## config.mk

```make
export PLATFORM = sky130hd
export DESIGN_NAME = md_top
export DESIGN_NICKNAME = d
export VERILOG_FILES = /design/src/md_pkg.sv /design/src/md_job_if.sv /design/src/md_issue.sv /design/src/md_mult_engine.sv /design/src/md_div_engine.sv /design/src/md_result_buffer.sv /design/src/md_top.sv
export SDC_FILE = /design/constraint.sdc
export NUM_CORES = 2
export LEC_CHECK = 0
export BUFFER_PORTS_ARGS = -buffer_cell sky130_fd_sc_hd__buf_2
export CORE_AREA = 2 2 216 239
export DETAILED_ROUTE_END_ITERATION = 6
export DIE_AREA = 0 0 218 241
export GPL_TIMING_DRIVEN = 0
export HOLD_SLACK_MARGIN = 0.02
export PLACE_DENSITY_LB_ADDON = 0.3
export SLEW_MARGIN = 15
export SYNTH_ARGS = -nofsm -noshare
export SYNTH_HDL_FRONTEND = slang
export SYNTH_SLANG_ARGS = --single-unit
```

## constraint.sdc

```tcl
create_clock -name clk_i -period 9.24 [get_ports clk_i]
set_clock_uncertainty 0.15 [all_clocks]
set_input_delay 2.772 -clock clk_i [delete_from_list [all_inputs] [get_ports clk_i]]
set_output_delay 2.772 -clock clk_i [all_outputs]
set_load 0.01 [all_outputs]
```

## src/md_pkg.sv

```systemverilog
// #####################################
// Multiply/divide unit package
// Operation encoding, word types and step constants
// #####################################

package md_pkg;

  // Operand and result width
  localparam int unsigned MD_WIDTH = 32;

  // Half word fed into the 17x17 multiplier
  localparam int unsigned MD_HALF = 16;

  // One quotient bit per division step
  localparam int unsigned MD_DIV_STEPS = 32;

  // RV32M operations, multiply group first
  typedef enum logic [2:0] {
    MD_MUL    = 3'd0,
    MD_MULH   = 3'd1,
    MD_MULHSU = 3'd2,
    MD_MULHU  = 3'd3,
    MD_DIV    = 3'd4,
    MD_DIVU   = 3'd5,
    MD_REM    = 3'd6,
    MD_REMU   = 3'd7
  } md_op_e;

  typedef logic [MD_WIDTH-1:0] md_word_t;

  typedef logic [MD_HALF-1:0] md_half_t;

  // Two guard bits above a word, for carries and the borrow of the subtractor
  typedef logic [MD_WIDTH+1:0] md_acc_t;

  // Bit 0 marks operand A as signed, bit 1 operand B
  typedef logic [1:0] md_sign_t;

endpackage

```

## src/md_job_if.sv

```systemverilog
// #####################################
// Job interface from the issue stage to an engine
// Four-phase req/ack with the decoded operation
// #####################################

interface md_job_if;
  import md_pkg::*;

  // Request from the issue stage, fields stable while high
  logic     req;

  // Engine answer, raised once the result buffer took the result
  logic     ack;

  // Operation and its decoded signedness
  md_op_e   op;
  md_sign_t sign;

  // Latched operands
  md_word_t op_a;
  md_word_t op_b;

  modport issuer (
    output req,
    output op,
    output sign,
    output op_a,
    output op_b,
    input  ack
  );

  modport engine (
    input  req,
    input  op,
    input  sign,
    input  op_a,
    input  op_b,
    output ack
  );

endinterface

```

## src/md_issue.sv

```systemverilog
// #####################################
// Issue stage
// Takes a top-level request, decodes it and hands it to one engine
// #####################################

module md_issue (
  input  logic             clk_i,
  input  logic             rst_ni,
  input  logic             req_i,
  input  md_pkg::md_op_e   op_i,
  input  md_pkg::md_word_t op_a_i,
  input  md_pkg::md_word_t op_b_i,
  md_job_if.issuer         mult_job,
  md_job_if.issuer         div_job
);
  import md_pkg::*;

  typedef enum logic [1:0] {
    ISS_IDLE,
    ISS_REQ,
    ISS_DONE
  } iss_state_e;

  iss_state_e state_q;
  logic       mult_sel_q;
  logic       mult_sel_d;
  logic       job_ack;
  md_sign_t   sign_d;
  md_sign_t   sign_q;
  md_op_e     op_q;
  md_word_t   op_a_q;
  md_word_t   op_b_q;

  // Multiply group goes to the MAC engine, the rest to the divider
  assign mult_sel_d = op_i inside {MD_MUL, MD_MULH, MD_MULHSU, MD_MULHU};

  always_comb begin
    unique case (op_i)
      MD_MULH, MD_DIV, MD_REM: sign_d = 2'b11;
      MD_MULHSU:               sign_d = 2'b01;
      default:                 sign_d = 2'b00;
    endcase
  end

  assign job_ack = mult_sel_q ? mult_job.ack : div_job.ack;

  always_ff @(posedge clk_i or negedge rst_ni) begin
    if (!rst_ni) begin
      state_q    <= ISS_IDLE;
      mult_sel_q <= 1'b0;
    end else begin
      unique case (state_q)
        ISS_IDLE: begin
          if (req_i) begin
            state_q    <= ISS_REQ;
            mult_sel_q <= mult_sel_d;
          end
        end
        ISS_REQ: begin
          if (job_ack) begin
            state_q <= ISS_DONE;
          end
        end
        // Engine ack falls only after the outside has dropped req_i
        ISS_DONE: begin
          if (!job_ack) begin
            state_q <= ISS_IDLE;
          end
        end
        default: state_q <= ISS_IDLE;
      endcase
    end
  end

  always_ff @(posedge clk_i) begin
    if (state_q == ISS_IDLE && req_i) begin
      op_q   <= op_i;
      sign_q <= sign_d;
      op_a_q <= op_a_i;
      op_b_q <= op_b_i;
    end
  end

  assign mult_job.req  = (state_q == ISS_REQ) & mult_sel_q;
  assign mult_job.op   = op_q;
  assign mult_job.sign = sign_q;
  assign mult_job.op_a = op_a_q;
  assign mult_job.op_b = op_b_q;

  assign div_job.req  = (state_q == ISS_REQ) & ~mult_sel_q;
  assign div_job.op   = op_q;
  assign div_job.sign = sign_q;
  assign div_job.op_a = op_a_q;
  assign div_job.op_b = op_b_q;

endmodule

```

## src/md_mult_engine.sv

```systemverilog
// #####################################
// Multiply engine
// One 17x17 signed MAC stepped over 16-bit operand halves
// #####################################

module md_mult_engine (
  input  logic             clk_i,
  input  logic             rst_ni,
  md_job_if.engine         job,
  output logic             res_req_o,
  output md_pkg::md_word_t res_data_o,
  input  logic             res_ack_i
);
  import md_pkg::*;

  typedef enum logic [1:0] {
    ALBL,
    ALBH,
    AHBL,
    AHBH
  } mult_state_e;

  mult_state_e            state_q;
  mult_state_e            state_d;
  md_half_t               mult_op_a;
  md_half_t               mult_op_b;
  logic                   sign_a;
  logic                   sign_b;
  md_acc_t                accum;
  md_acc_t                acc_d;
  md_acc_t                acc_q;
  logic signed [MD_WIDTH+1:0] mac_res;
  md_word_t               res_word;
  md_word_t               res_data_q;
  logic                   is_mul;
  logic                   signed_mult;
  logic                   step;
  logic                   last_step;
  logic                   res_req_q;
  logic                   ack_q;

  assign is_mul      = (job.op == MD_MUL);
  assign signed_mult = (job.sign != 2'b00);

  // Sign bits extend each half to 17 bits, the accumulator is added in the same cycle
  assign mac_res = $signed({sign_a, mult_op_a}) * $signed({sign_b, mult_op_b}) + $signed(accum);

  always_comb begin
    mult_op_a = job.op_a[MD_HALF-1:0];
    mult_op_b = job.op_b[MD_HALF-1:0];
    sign_a    = 1'b0;
    sign_b    = 1'b0;
    accum     = '0;
    acc_d     = mac_res;
    res_word  = mac_res[MD_WIDTH-1:0];
    state_d   = state_q;
    last_step = 1'b0;

    unique case (state_q)
      ALBL: begin
        state_d = ALBH;
      end
      ALBH: begin
        mult_op_b = job.op_b[MD_WIDTH-1:MD_HALF];
        sign_b    = job.sign[1] & job.op_b[MD_WIDTH-1];
        // AL*BL is unsigned, so its upper half needs no extension
        accum     = {18'b0, acc_q[MD_WIDTH-1:MD_HALF]};
        if (is_mul) begin
          acc_d = {2'b0, mac_res[MD_HALF-1:0], acc_q[MD_HALF-1:0]};
        end
        state_d = AHBL;
      end
      AHBL: begin
        mult_op_a = job.op_a[MD_WIDTH-1:MD_HALF];
        sign_a    = job.sign[0] & job.op_a[MD_WIDTH-1];
        if (is_mul) begin
          // Low word complete
          accum     = {18'b0, acc_q[MD_WIDTH-1:MD_HALF]};
          res_word  = {mac_res[MD_HALF-1:0], acc_q[MD_HALF-1:0]};
          last_step = 1'b1;
          state_d   = ALBL;
        end else begin
          accum   = acc_q;
          state_d = AHBH;
        end
      end
      AHBH: begin
        mult_op_a = job.op_a[MD_WIDTH-1:MD_HALF];
        mult_op_b = job.op_b[MD_WIDTH-1:MD_HALF];
        sign_a    = job.sign[0] & job.op_a[MD_WIDTH-1];
        sign_b    = job.sign[1] & job.op_b[MD_WIDTH-1];
        // Cross products are signed unless both operands are unsigned
        accum     = {{16{signed_mult & acc_q[MD_WIDTH+1]}}, acc_q[MD_WIDTH+1:MD_HALF]};
        last_step = 1'b1;
        state_d   = ALBL;
      end
      default: state_d = ALBL;
    endcase
  end

  // Steps run only while a job is open and no result is pending
  assign step = job.req & ~ack_q & ~res_req_q;

  always_ff @(posedge clk_i or negedge rst_ni) begin
    if (!rst_ni) begin
      state_q   <= ALBL;
      res_req_q <= 1'b0;
      ack_q     <= 1'b0;
    end else begin
      if (step) begin
        state_q <= state_d;
      end
      if (step && last_step) begin
        res_req_q <= 1'b1;
      end else if (res_req_q && res_ack_i) begin
        res_req_q <= 1'b0;
      end
      if (res_req_q && res_ack_i) begin
        ack_q <= 1'b1;
      end else if (ack_q && !job.req && !res_ack_i) begin
        ack_q <= 1'b0;
      end
    end
  end

  always_ff @(posedge clk_i) begin
    if (step) begin
      acc_q <= acc_d;
    end
    if (step && last_step) begin
      res_data_q <= res_word;
    end
  end

  assign job.ack    = ack_q;
  assign res_req_o  = res_req_q;
  assign res_data_o = res_data_q;

endmodule

```

## src/md_div_engine.sv

```systemverilog
// #####################################
// Divide engine
// Restoring long division on absolute values, sign fixed at the end
// #####################################

module md_div_engine (
  input  logic             clk_i,
  input  logic             rst_ni,
  md_job_if.engine         job,
  output logic             res_req_o,
  output md_pkg::md_word_t res_data_o,
  input  logic             res_ack_i
);
  import md_pkg::*;

  typedef enum logic [2:0] {
    IDLE,
    ABS_A,
    ABS_B,
    COMP,
    LAST,
    CHANGE_SIGN,
    FINISH
  } div_state_e;

  div_state_e state_q;
  div_state_e state_d;
  md_word_t   numer_q;
  md_word_t   numer_d;
  md_word_t   denom_q;
  md_word_t   denom_d;
  md_word_t   quot_q;
  md_word_t   quot_d;
  md_acc_t    rem_q;
  md_acc_t    rem_d;
  logic [4:0] cnt_q;
  logic [4:0] cnt_d;
  logic       ack_q;
  logic       run;
  md_acc_t    sub_a;
  md_acc_t    sub_b;
  md_acc_t    sub_res;
  logic       ge;
  md_word_t   next_rem;
  logic       sign_a;
  logic       sign_b;
  logic       b_zero;
  logic       is_div;
  logic       div_change_sign;
  logic       rem_change_sign;

  assign sign_a = job.sign[0] & job.op_a[MD_WIDTH-1];
  assign sign_b = job.sign[1] & job.op_b[MD_WIDTH-1];
  assign b_zero = (job.op_b == '0);
  assign is_div = job.op inside {MD_DIV, MD_DIVU};

  assign div_change_sign = (sign_a ^ sign_b) & ~b_zero;
  assign rem_change_sign = sign_a;

  // Single subtractor for negation and the compare steps
  assign sub_res  = sub_a - sub_b;
  assign ge       = ~sub_res[MD_WIDTH+1];
  assign next_rem = ge ? sub_res[MD_WIDTH-1:0] : rem_q[MD_WIDTH-1:0];

  always_comb begin
    state_d = state_q;
    numer_d = numer_q;
    denom_d = denom_q;
    quot_d  = quot_q;
    rem_d   = rem_q;
    cnt_d   = cnt_q;
    sub_a   = '0;
    sub_b   = {2'b0, job.op_b};

    unique case (state_q)
      IDLE: begin
        // Zero divisor skips the long division
        if (b_zero) begin
          rem_d   = is_div ? '1 : {2'b0, job.op_a};
          state_d = FINISH;
        end else begin
          state_d = ABS_A;
        end
      end
      ABS_A: begin
        sub_b   = {2'b0, job.op_a};
        numer_d = sign_a ? sub_res[MD_WIDTH-1:0] : job.op_a;
        state_d = ABS_B;
      end
      ABS_B: begin
        denom_d = sign_b ? sub_res[MD_WIDTH-1:0] : job.op_b;
        // First numerator bit enters the remainder
        rem_d   = {{(MD_WIDTH+1){1'b0}}, numer_q[MD_WIDTH-1]};
        cnt_d   = 5'(MD_DIV_STEPS - 1);
        state_d = COMP;
      end
      COMP: begin
        sub_a  = rem_q;
        sub_b  = {2'b0, denom_q};
        cnt_d  = cnt_q - 5'd1;
        quot_d = {quot_q[MD_WIDTH-2:0], ge};
        rem_d  = {1'b0, next_rem, numer_q[cnt_d]};
        if (cnt_q == 5'd1) begin
          state_d = LAST;
        end
      end
      LAST: begin
        sub_a = rem_q;
        sub_b = {2'b0, denom_q};
        // Result register now keeps only the wanted value
        if (is_div) begin
          rem_d = {2'b0, quot_q[MD_WIDTH-2:0], ge};
        end else begin
          rem_d = {2'b0, next_rem};
        end
        state_d = CHANGE_SIGN;
      end
      CHANGE_SIGN: begin
        sub_b = rem_q;
        if (is_div ? div_change_sign : rem_change_sign) begin
          rem_d = {2'b0, sub_res[MD_WIDTH-1:0]};
        end
        state_d = FINISH;
      end
      FINISH: begin
        if (res_ack_i) begin
          state_d = IDLE;
        end
      end
      default: state_d = IDLE;
    endcase
  end

  // Once started the division runs every cycle
  assign run = (state_q != IDLE) | (job.req & ~ack_q);

  always_ff @(posedge clk_i or negedge rst_ni) begin
    if (!rst_ni) begin
      state_q <= IDLE;
      cnt_q   <= '0;
      ack_q   <= 1'b0;
    end else begin
      if (run) begin
        state_q <= state_d;
        cnt_q   <= cnt_d;
      end
      if (state_q == FINISH && res_ack_i) begin
        ack_q <= 1'b1;
      end else if (ack_q && !job.req && !res_ack_i) begin
        ack_q <= 1'b0;
      end
    end
  end

  always_ff @(posedge clk_i) begin
    if (run) begin
      numer_q <= numer_d;
      denom_q <= denom_d;
      quot_q  <= quot_d;
      rem_q   <= rem_d;
    end
  end

  assign job.ack    = ack_q;
  assign res_req_o  = (state_q == FINISH);
  assign res_data_o = rem_q[MD_WIDTH-1:0];

endmodule

```

## src/md_result_buffer.sv

```systemverilog
// #####################################
// Result buffer
// Takes an engine result and acknowledges the outside request
// #####################################

module md_result_buffer (
  input  logic             clk_i,
  input  logic             rst_ni,
  input  logic             req_i,
  input  logic             mult_res_req_i,
  input  md_pkg::md_word_t mult_res_data_i,
  output logic             mult_res_ack_o,
  input  logic             div_res_req_i,
  input  md_pkg::md_word_t div_res_data_i,
  output logic             div_res_ack_o,
  output logic             ack_o,
  output md_pkg::md_word_t result_o
);
  import md_pkg::*;

  logic     ack_q;
  logic     div_sel_q;
  logic     capture;
  logic     src_req;
  md_word_t result_q;

  assign capture = ~ack_q & (mult_res_req_i | div_res_req_i);

  // Request of the engine being answered
  assign src_req = div_sel_q ? div_res_req_i : mult_res_req_i;

  always_ff @(posedge clk_i or negedge rst_ni) begin
    if (!rst_ni) begin
      ack_q     <= 1'b0;
      div_sel_q <= 1'b0;
    end else if (capture) begin
      ack_q     <= 1'b1;
      div_sel_q <= ~mult_res_req_i;
    end else if (ack_q && !req_i && !src_req) begin
      ack_q <= 1'b0;
    end
  end

  always_ff @(posedge clk_i) begin
    if (capture) begin
      result_q <= mult_res_req_i ? mult_res_data_i : div_res_data_i;
    end
  end

  assign mult_res_ack_o = ack_q & ~div_sel_q;
  assign div_res_ack_o  = ack_q & div_sel_q;
  assign ack_o          = ack_q;
  assign result_o       = result_q;

endmodule

```

## src/md_top.sv

```systemverilog
// #####################################
// Multiply/divide unit top level
// Issue stage, two engines and result buffer
// #####################################

module md_top (
  input  logic             clk_i,
  input  logic             rst_ni,
  input  logic             req_i,
  input  md_pkg::md_op_e   op_i,
  input  md_pkg::md_word_t op_a_i,
  input  md_pkg::md_word_t op_b_i,
  output logic             ack_o,
  output md_pkg::md_word_t result_o
);
  import md_pkg::*;

  logic     mult_res_req;
  logic     mult_res_ack;
  md_word_t mult_res_data;
  logic     div_res_req;
  logic     div_res_ack;
  md_word_t div_res_data;

  md_job_if mult_job ();
  md_job_if div_job ();

  md_issue md_issue_i (
    .clk_i    (clk_i),
    .rst_ni   (rst_ni),
    .req_i    (req_i),
    .op_i     (op_i),
    .op_a_i   (op_a_i),
    .op_b_i   (op_b_i),
    .mult_job (mult_job.issuer),
    .div_job  (div_job.issuer)
  );

  md_mult_engine md_mult_engine_i (
    .clk_i      (clk_i),
    .rst_ni     (rst_ni),
    .job        (mult_job.engine),
    .res_req_o  (mult_res_req),
    .res_data_o (mult_res_data),
    .res_ack_i  (mult_res_ack)
  );

  md_div_engine md_div_engine_i (
    .clk_i      (clk_i),
    .rst_ni     (rst_ni),
    .job        (div_job.engine),
    .res_req_o  (div_res_req),
    .res_data_o (div_res_data),
    .res_ack_i  (div_res_ack)
  );

  md_result_buffer md_result_buffer_i (
    .clk_i           (clk_i),
    .rst_ni          (rst_ni),
    .req_i           (req_i),
    .mult_res_req_i  (mult_res_req),
    .mult_res_data_i (mult_res_data),
    .mult_res_ack_o  (mult_res_ack),
    .div_res_req_i   (div_res_req),
    .div_res_data_i  (div_res_data),
    .div_res_ack_o   (div_res_ack),
    .ack_o           (ack_o),
    .result_o        (result_o)
  );

endmodule

```

Yosys cells after proc, flatten, opt, wreduce, memory -nomap -nowiden
Index checks and enable logic that the tools add are counted.
{"block": "classes", "mux": 48, "n_lt_le_gt_ge": 1, "n_mul": 1, "reduce_logical": 45, "n_addsub": 3, "n_eq_ne": 27, "bitwise": 23}
{"op": "two-way mux 34 bit", "n": 7}
{"op": "two-way mux 32 bit", "n": 7}
{"op": "case mux 34 bit (3 select lines)", "n": 2}
{"op": "case mux 34 bit (5 select lines)", "n": 1}
{"op": "adder 34 bit", "n": 1}
{"op": "multiplier 17 x 17 -> 34 bit", "n": 1}
{"op": "subtractor 34 bit", "n": 1}
{"op": "zero test 32 bit", "n": 1}
{"op": "two-way mux 16 bit", "n": 2}
{"op": "equality test 3 bit (second input constant)", "n": 7}
{"op": "case mux 3 bit (7 select lines)", "n": 1}
{"op": "two-way mux 1 bit", "n": 15}
{"op": "nonzero test 2 bit", "n": 7}
{"op": "AND 1 bit", "n": 12}
{"op": "equality test 3 x 2 -> 1 bit (second input constant)", "n": 4}
{"op": "AND reduction 2 bit", "n": 6}
{"op": "logical AND 1 bit", "n": 10}
{"op": "case mux 5 bit (2 select lines)", "n": 1}
{"op": "zero test 3 bit", "n": 3}
{"op": "two-way mux 3 bit", "n": 3}
{"op": "two-way mux 2 bit", "n": 4}
{"op": "!= test 2 x 1 -> 1 bit (second input constant)", "n": 4}
{"op": "!= test 2 bit (second input constant)", "n": 4}
{"op": "inverter 1 bit", "n": 8}
{"op": "22 further kinds", "n": 36}
{"block": "word_totals", "regBits": 314, "elab_cells": 170}

Logic depth before layout (Yosys ltp)
{"block": "logic_depth", "depth_word": 7, "depth_mapped": 30, "mapped_depth_nobuf": 27}

By module
Synthesis repeated with hierarchy kept, for this count alone.
{"block": "hier_totals", "cells_unflattened": 3137, "area_unflattened_um2": 31169.9}
{"mod": "md_mult_engine", "cells_each": 1712, "instances": 1, "area_each_um2": 15911.5, "seq_area_each_um2": 2082.0}
{"mod": "md_div_engine", "cells_each": 1190, "instances": 1, "area_each_um2": 10860.4, "seq_area_each_um2": 4098.9}
{"mod": "md_issue", "cells_each": 154, "instances": 1, "area_each_um2": 2788.9, "seq_area_each_um2": 2147.1}
{"mod": "md_result_buffer", "cells_each": 81, "instances": 1, "area_each_um2": 1609.0, "seq_area_each_um2": 1011.0}

Least setup slack after synthesis
No wires, ideal clock.
{"block": "synth_path", "path_type": "flip-flop to flip-flop", "startpoint": "register md_mult_engine_i.state_q[1]", "endpoint": "register md_mult_engine_i.acc_q[31] (data pin)", "setup_slack_ns": 1.203, "stages_incl_launch_ff": 24, "path_buffers": 2, "t_arrival_ns": 7.620, "cell_sequence": "dfrtp_1 buf_1 clkbuf_1 nand3_1 nor2_1 fa_1 fa_1 fa_1 inv_1 fa_1 inv_1 fa_1 fa_1 ha_1 a21o_1 a21o_1 a211oi_1 o221a_2 o221ai_1 a21oi_1 o21ai_0 a31o_2 xnor2_1 o21ai_0"}
{"block": "synth_via", "elab_chain_cells": 7}
{"element": "from (decl)", "line": "md_mult_engine.sv:23", "rtl": "mult_state_e state_q;"}
{"element": "from (signal assigned)", "line": "md_mult_engine.sv:111", "rtl": "state_q <= state_d;"}
{"element": "equality test 2 bit / equality test 2 x 1 -> 1 bit (equally long branches)", "line": "md_mult_engine.sv:59", "rtl": "unique case (state_q)"}
{"element": "OR reduction 2 bit (no source line)"}
{"element": "two-way mux 16 bit / two-way mux 1 bit (equally long branches)"}
{"element": "multiplier 17 x 17 -> 34 bit", "line": "md_mult_engine.sv:46", "rtl": "assign mac_res = $signed({sign_a, mult_op_a}) * $signed({sign_b, mult_op_b}) + $signed(accum);"}
{"element": "adder 34 bit", "line": "md_mult_engine.sv:46"}
{"element": "two-way mux 34 bit", "line": "md_mult_engine.sv:68", "rtl": "if (is_mul) begin"}
{"element": "two-way mux 34 bit *", "line": "md_mult_engine.sv:59"}
{"element": "via md_mult_engine_i.acc_d[31]", "line": "md_mult_engine.sv:30", "rtl": "md_acc_t acc_d;"}
{"element": "to (signal assigned)", "line": "md_mult_engine.sv:128", "rtl": "acc_q <= acc_d;"}
{"element": "to (decl)", "line": "md_mult_engine.sv:31", "rtl": "md_acc_t acc_q;"}
The timed path passes the listed nets; every way through them passes the cells marked *. The select of a mux whose other input is x is not followed.
A chain may end at the register's enable or synchronous reset.

Final worst setup path
{"block": "layout_path", "startpoint": "register md_mult_engine_i.state_q[0]", "endpoint": "register md_mult_engine_i.res_data_q[31] (netlist: md_mult_engine_i.res_data_o[31]) (data pin)"}
{"block": "layout_via", "elab_chain_cells": 7}
{"element": "equality test 2 bit / equality test 2 x 1 -> 1 bit (equally long branches)", "line": "md_mult_engine.sv:59"}
{"element": "OR reduction 2 bit (no source line)"}
{"element": "two-way mux 16 bit / two-way mux 1 bit (equally long branches)"}
{"element": "multiplier 17 x 17 -> 34 bit", "line": "md_mult_engine.sv:46"}
{"element": "adder 34 bit", "line": "md_mult_engine.sv:46"}
{"element": "two-way mux 32 bit", "line": "md_mult_engine.sv:76", "rtl": "if (is_mul) begin"}
{"element": "two-way mux 32 bit *", "line": "md_mult_engine.sv:59"}
{"element": "via md_mult_engine_i.res_word[31]", "line": "md_mult_engine.sv:33", "rtl": "md_word_t res_word;"}
{"element": "to (signal assigned)", "line": "md_mult_engine.sv:131", "rtl": "res_data_q <= res_word;"}
{"element": "to (decl)", "line": "md_mult_engine.sv:34", "rtl": "md_word_t res_data_q;"}
The timed path passes the listed nets; every way through them passes the cells marked *.

==> metrics.md <==
| Metric | Value |
|---|---|
| Initial cell density of the core | `59.79%` |
| Count of routing violations after the opening detailed-route iteration | `2757` |
| Global router's overall resource usage | `41.03%` |
| Final period utilization | `97.69%` |
| Worst setup path startpoint | `md_mult_engine_i.state_q[0]` |
| Mapped Nets | `3522` |
| Worst Hold Class | `reg2reg` |
| Residual antenna-violating net count after detailed routing | `0` |
| Width of the die | `218 µm` |
| H-tree lvl count | `2` |
| Highest clock rate | `0.1108 GHz` |
| Synth-to-layout area growth | `9.716%` |
| Destination of the worst register-to-register timing path | `md_mult_engine_i.res_data_o[31]` |
| Congestion Overflow GR | `0` |
| Wire length of the first global-routing pass | `155200 µm` |
| Chip height | `241 µm` |
| Critical path startpoint category | `flop` |
| Setup slack after placement | `-462.5 ps` |
| Die ar. | `0.05254 mm²` |
| Fillers | `4015` |
| Setup Crit Path Kind | `reg2reg` |
| Worst reg-to-reg path cell count | `26` |
| Number of vias after detailed routing | `24300` |
| Worst EP arrival | `9160 ps` |
| Primary FF master, synth | `edfxtp_1` |
| Final weighted congestion in routability-driven placement | `1.016` |
| Commonest non-fill, non-tap cell in the layout | `inv_1` |
| CTS root buffer | `clkbuf_16` |
| Top library cells by usage in the layout, fill and taps aside | `inv_1 (462), fa_1 (340), nand2_1 (310)` |
| Hold Vio Cnt, Final | `0` |
| Number of antenna violations at the first check in global routing | `5` |
| Max Slew Vio Count | `0` |
| Per-cell routed wire length | `27.73 µm` |
| Required time at the worst-slack endpoint | `9370 ps` |
| End point of the critical path | `md_mult_engine_i.res_data_o[31]` |
| Clock transition at the registers of the reported paths | `60 ps` |
| Reg-to-reg startpoint | `md_mult_engine_i.state_q[0]` |
| Estimated wirelength of the detail-placed design | `85400 µm` |
| Proportion of layout cells with a drive suffix above 1 | `11.33%` |
| Flop and latch count out of synthesis | `314` |
| Clock sink total | `314` |
| RSZ-0062 raised after global routing | `no` |
| Critical Path Fanout Max | `10` |
| Total iterations of the first detailed-routing run | `6` |
| Final setup violation count | `0` |
| Layout Nets | `3674` |
| Maximum number of pins on one net before global-route repair | `35` |
| Remaining max-slew budget at the tightest pin | `18.82%` |
| Syn_area_per_cell | `10.03 µm²` |
| IO Pins | `103` |
| Vias in the first global route | `25190` |
| DRC violation count after routing | `0` |
| Post-synthesis cell type with the largest combined area | `edfxtp_1` |
| Top area cells in the synthesized netlist | `edfxtp_1 (30%), fa_1 (23%), inv_1 (5.8%)` |
| Post-synthesis cell area | `0.02985 mm²` |
| Yosys synthesis warning count | `0` |
| Total number of placement rows | `86` |
| Source-to-sink clock delay at the later pin of the worst-skew pair | `570 ps` |
| Seq/Total Area, Yosys | `31.28%` |
| Max-cap violation count | `0` |
| Portion of synthesized cell area occupied by the leading cell type | `29.77%` |
| Async SR Flop Fraction | `5.732%` |
| IO Port Bufs | `102` |
| Count of flip-flops with a built-in enable after synthesis | `296` |
| Sum of routed wire length over all layers | `105800 µm` |
| Status | `complete, no violations` |
| Setup slack of the most critical reg-to-reg path | `210 ps` |
| Setup slack after layout | `213.7 ps` |
| Via density per instance | `6.372` |
| Category of the worst setup path capture point | `flop` |
| Minimum period implied by the final worst setup slack | `9026 ps` |
| Number of buffers between clock root and the deepest sink | `3` |
| Number of instances in the synthesized netlist | `2975` |
| Synth unique cells | `80` |
| Number of buffers created by CTS | `34` |
| Core footprint | `0.04993 mm²` |
| CTS tree | `yes` |
| Transition time of the tightest slew-check pin | `1184 ps` |
layout make-up:
cell class | instances | area (µm²) | area share, %
multi-input combinational | 2057 | 18410 | 56.20
sequential | 314 | 9339 | 28.51
inverter | 466 | 1753 | 5.352
clock buffer | 43 | 884.6 | 2.701
tap | 660 | 825.8 | 2.521
timing repair buffer | 116 | 713.2 | 2.177
buffer | 138 | 570.5 | 1.742
clock inverter | 17 | 252.7 | 0.7717
antenna | 3 | 7.507 | 0.02292
critical path, cell delays in order (launching register included):
cell and delay, ps:
dfrtp_1 370, clkbuf_2 320, buf_2 410, mux2i_1 640, clkbuf_1 550, nor2_1 120
fa_1 500, inv_1 50, fa_1 470, fa_1 520, inv_1 60, fa_1 480
fa_1 490, inv_1 50, fa_1 560, inv_1 60, ha_1 360, a21o_1 180
a21o_1 190, a211oi_1 280, o221a_2 250, o221ai_1 130, a21oi_1 480, o21ai_0 270
a31o_2 330, xnor2_1 290, o21ai_0 170
sequential cells by signal (all words and copies together), names as in the netlist:
| register | cells |
|---|---|
| md_issue_i.div_job.op_b | 32 |
| md_issue_i.state_q | 2 |
| md_div_engine_i.state_q | 3 |
| md_issue_i.div_job.op_a | 32 |
| md_div_engine_i.numer_q | 32 |
| md_result_buffer_i.div_sel_q | 1 |
| md_div_engine_i.quot_q | 31 |
| md_div_engine_i.denom_q | 32 |
| md_result_buffer_i.ack_o | 1 |
| md_result_buffer_i.result_o | 32 |
| md_mult_engine_i.job.ack | 1 |
| md_issue_i.mult_sel_q | 1 |
| md_div_engine_i.cnt_q | 5 |
| md_mult_engine_i.res_data_o | 32 |
| md_mult_engine_i.acc_q | 34 |
| md_mult_engine_i.res_req_o | 1 |
| md_div_engine_i.rem_q | 34 |
| md_issue_i.div_job.op | 3 |
| md_mult_engine_i.state_q | 2 |
| md_div_engine_i.job.ack | 1 |
| md_issue_i.div_job.sign | 2 |
metal layers:
| metal | part of all wire [%] | GRT usage [%] | vias to the layer above | wire, µm |
|---|---|---|---|---|
| met5 | 0.021 | 0 | - | 22 |
| met4 | 11 | 35.97 | 2 | 11430 |
| met3 | 9.2 | 8.116 | 551 | 9702 |
| met2 | 47 | 66.82 | 1553 | 49540 |
| met1 | 33 | 46.30 | 11930 | 35080 |
| li1 | - | - | 10270 | - |
stage by stage:
| stage | cell area [µm²] | std cells | setup TNS [ps] | util, % | hold WS [ps] |
|---|---|---|---|---|---|
| after global routing | 32750 | 3812 | 0 | 65.59 | 307.2 |
| final | 32750 | 3814 | 0 | 65.60 | 299.2 |
| after global placement | 31190 | 3737 | -6472 | 62.47 | 280.5 |
| after CTS | 32610 | 3810 | 0 | 65.32 | 295.7 |
| after detailed placement | 31450 | 3750 | -1648 | 62.98 | 279.8 |
| after floorplan | 29850 | 2975 | 0 | - | 270.8 |
Yosys cell counts, types with 8 or more instances:
cell type,count
a211o_1,9
a211oi_1,8
a21o_1,37
a21oi_1,126
a22o_1,12
a31oi_1,12
and2_1,37
buf_1,18
buf_2,8
clkbuf_1,107
dfrtp_1,18
edfxtp_1,296
fa_1,340
ha_1,137
inv_1,463
mux2_1,8
mux2_2,98
mux2i_1,85
mux4_2,10
nand2_1,310
nand2b_1,21
nand3_1,22
nand4_1,8
nor2_1,260
nor2b_1,13
nor3_1,46
nor4_1,10
o21a_1,10
o21ai_0,158
o21ai_1,11
o221ai_1,42
o22ai_1,33
or3_1,10
xnor2_1,59
xor2_1,22
worst min-delay path by stage:
stage | cells past startpoint | slack (ps) | end | from
3_5_place_dp | 0 | 280 | md_div_engine_i.quot_q[18] | md_div_engine_i.quot_q[17]
4_1_cts | 0 | 300 | md_div_engine_i.quot_q[18] | md_div_engine_i.quot_q[17]
5_1_grt | 0 | 310 | md_div_engine_i.quot_q[18] | md_div_engine_i.quot_q[17]
2_1_floorplan | 0 | 270 | md_div_engine_i.quot_q[10] | md_div_engine_i.quot_q[9]
6_report | 0 | 300 | md_div_engine_i.quot_q[18] | md_div_engine_i.quot_q[17]
3_3_place_gp | 0 | 280 | md_div_engine_i.quot_q[21] | md_div_engine_i.quot_q[20]
kinds of logic after synthesis:
family / Yosys count / share of synthesized area [%]
AOI/OAI and AO/OA: 522 / 11.12
xor gates and xnor gates: 81 / 2.376
adders and majority gates: 477 / 28.54
buffers and inverters: 604 / 7.729
DFF: 314 / 31.28
muxes: 201 / 7.603
and+or+nand+nor: 776 / 11.35
what timing repair did:
item / 4_1_cts / 5_1_grt
hold buffers: 0 / 0
resized for setup: 9 / 33
buffers inserted: 0 / 1
setup endpoints to repair: 10 / 14
hold endpoints to repair: 0 / 0
Power is left out: the tool's default activity adds up to more than one toggle a clock period on the data nets, which glitch-free logic cannot reach.
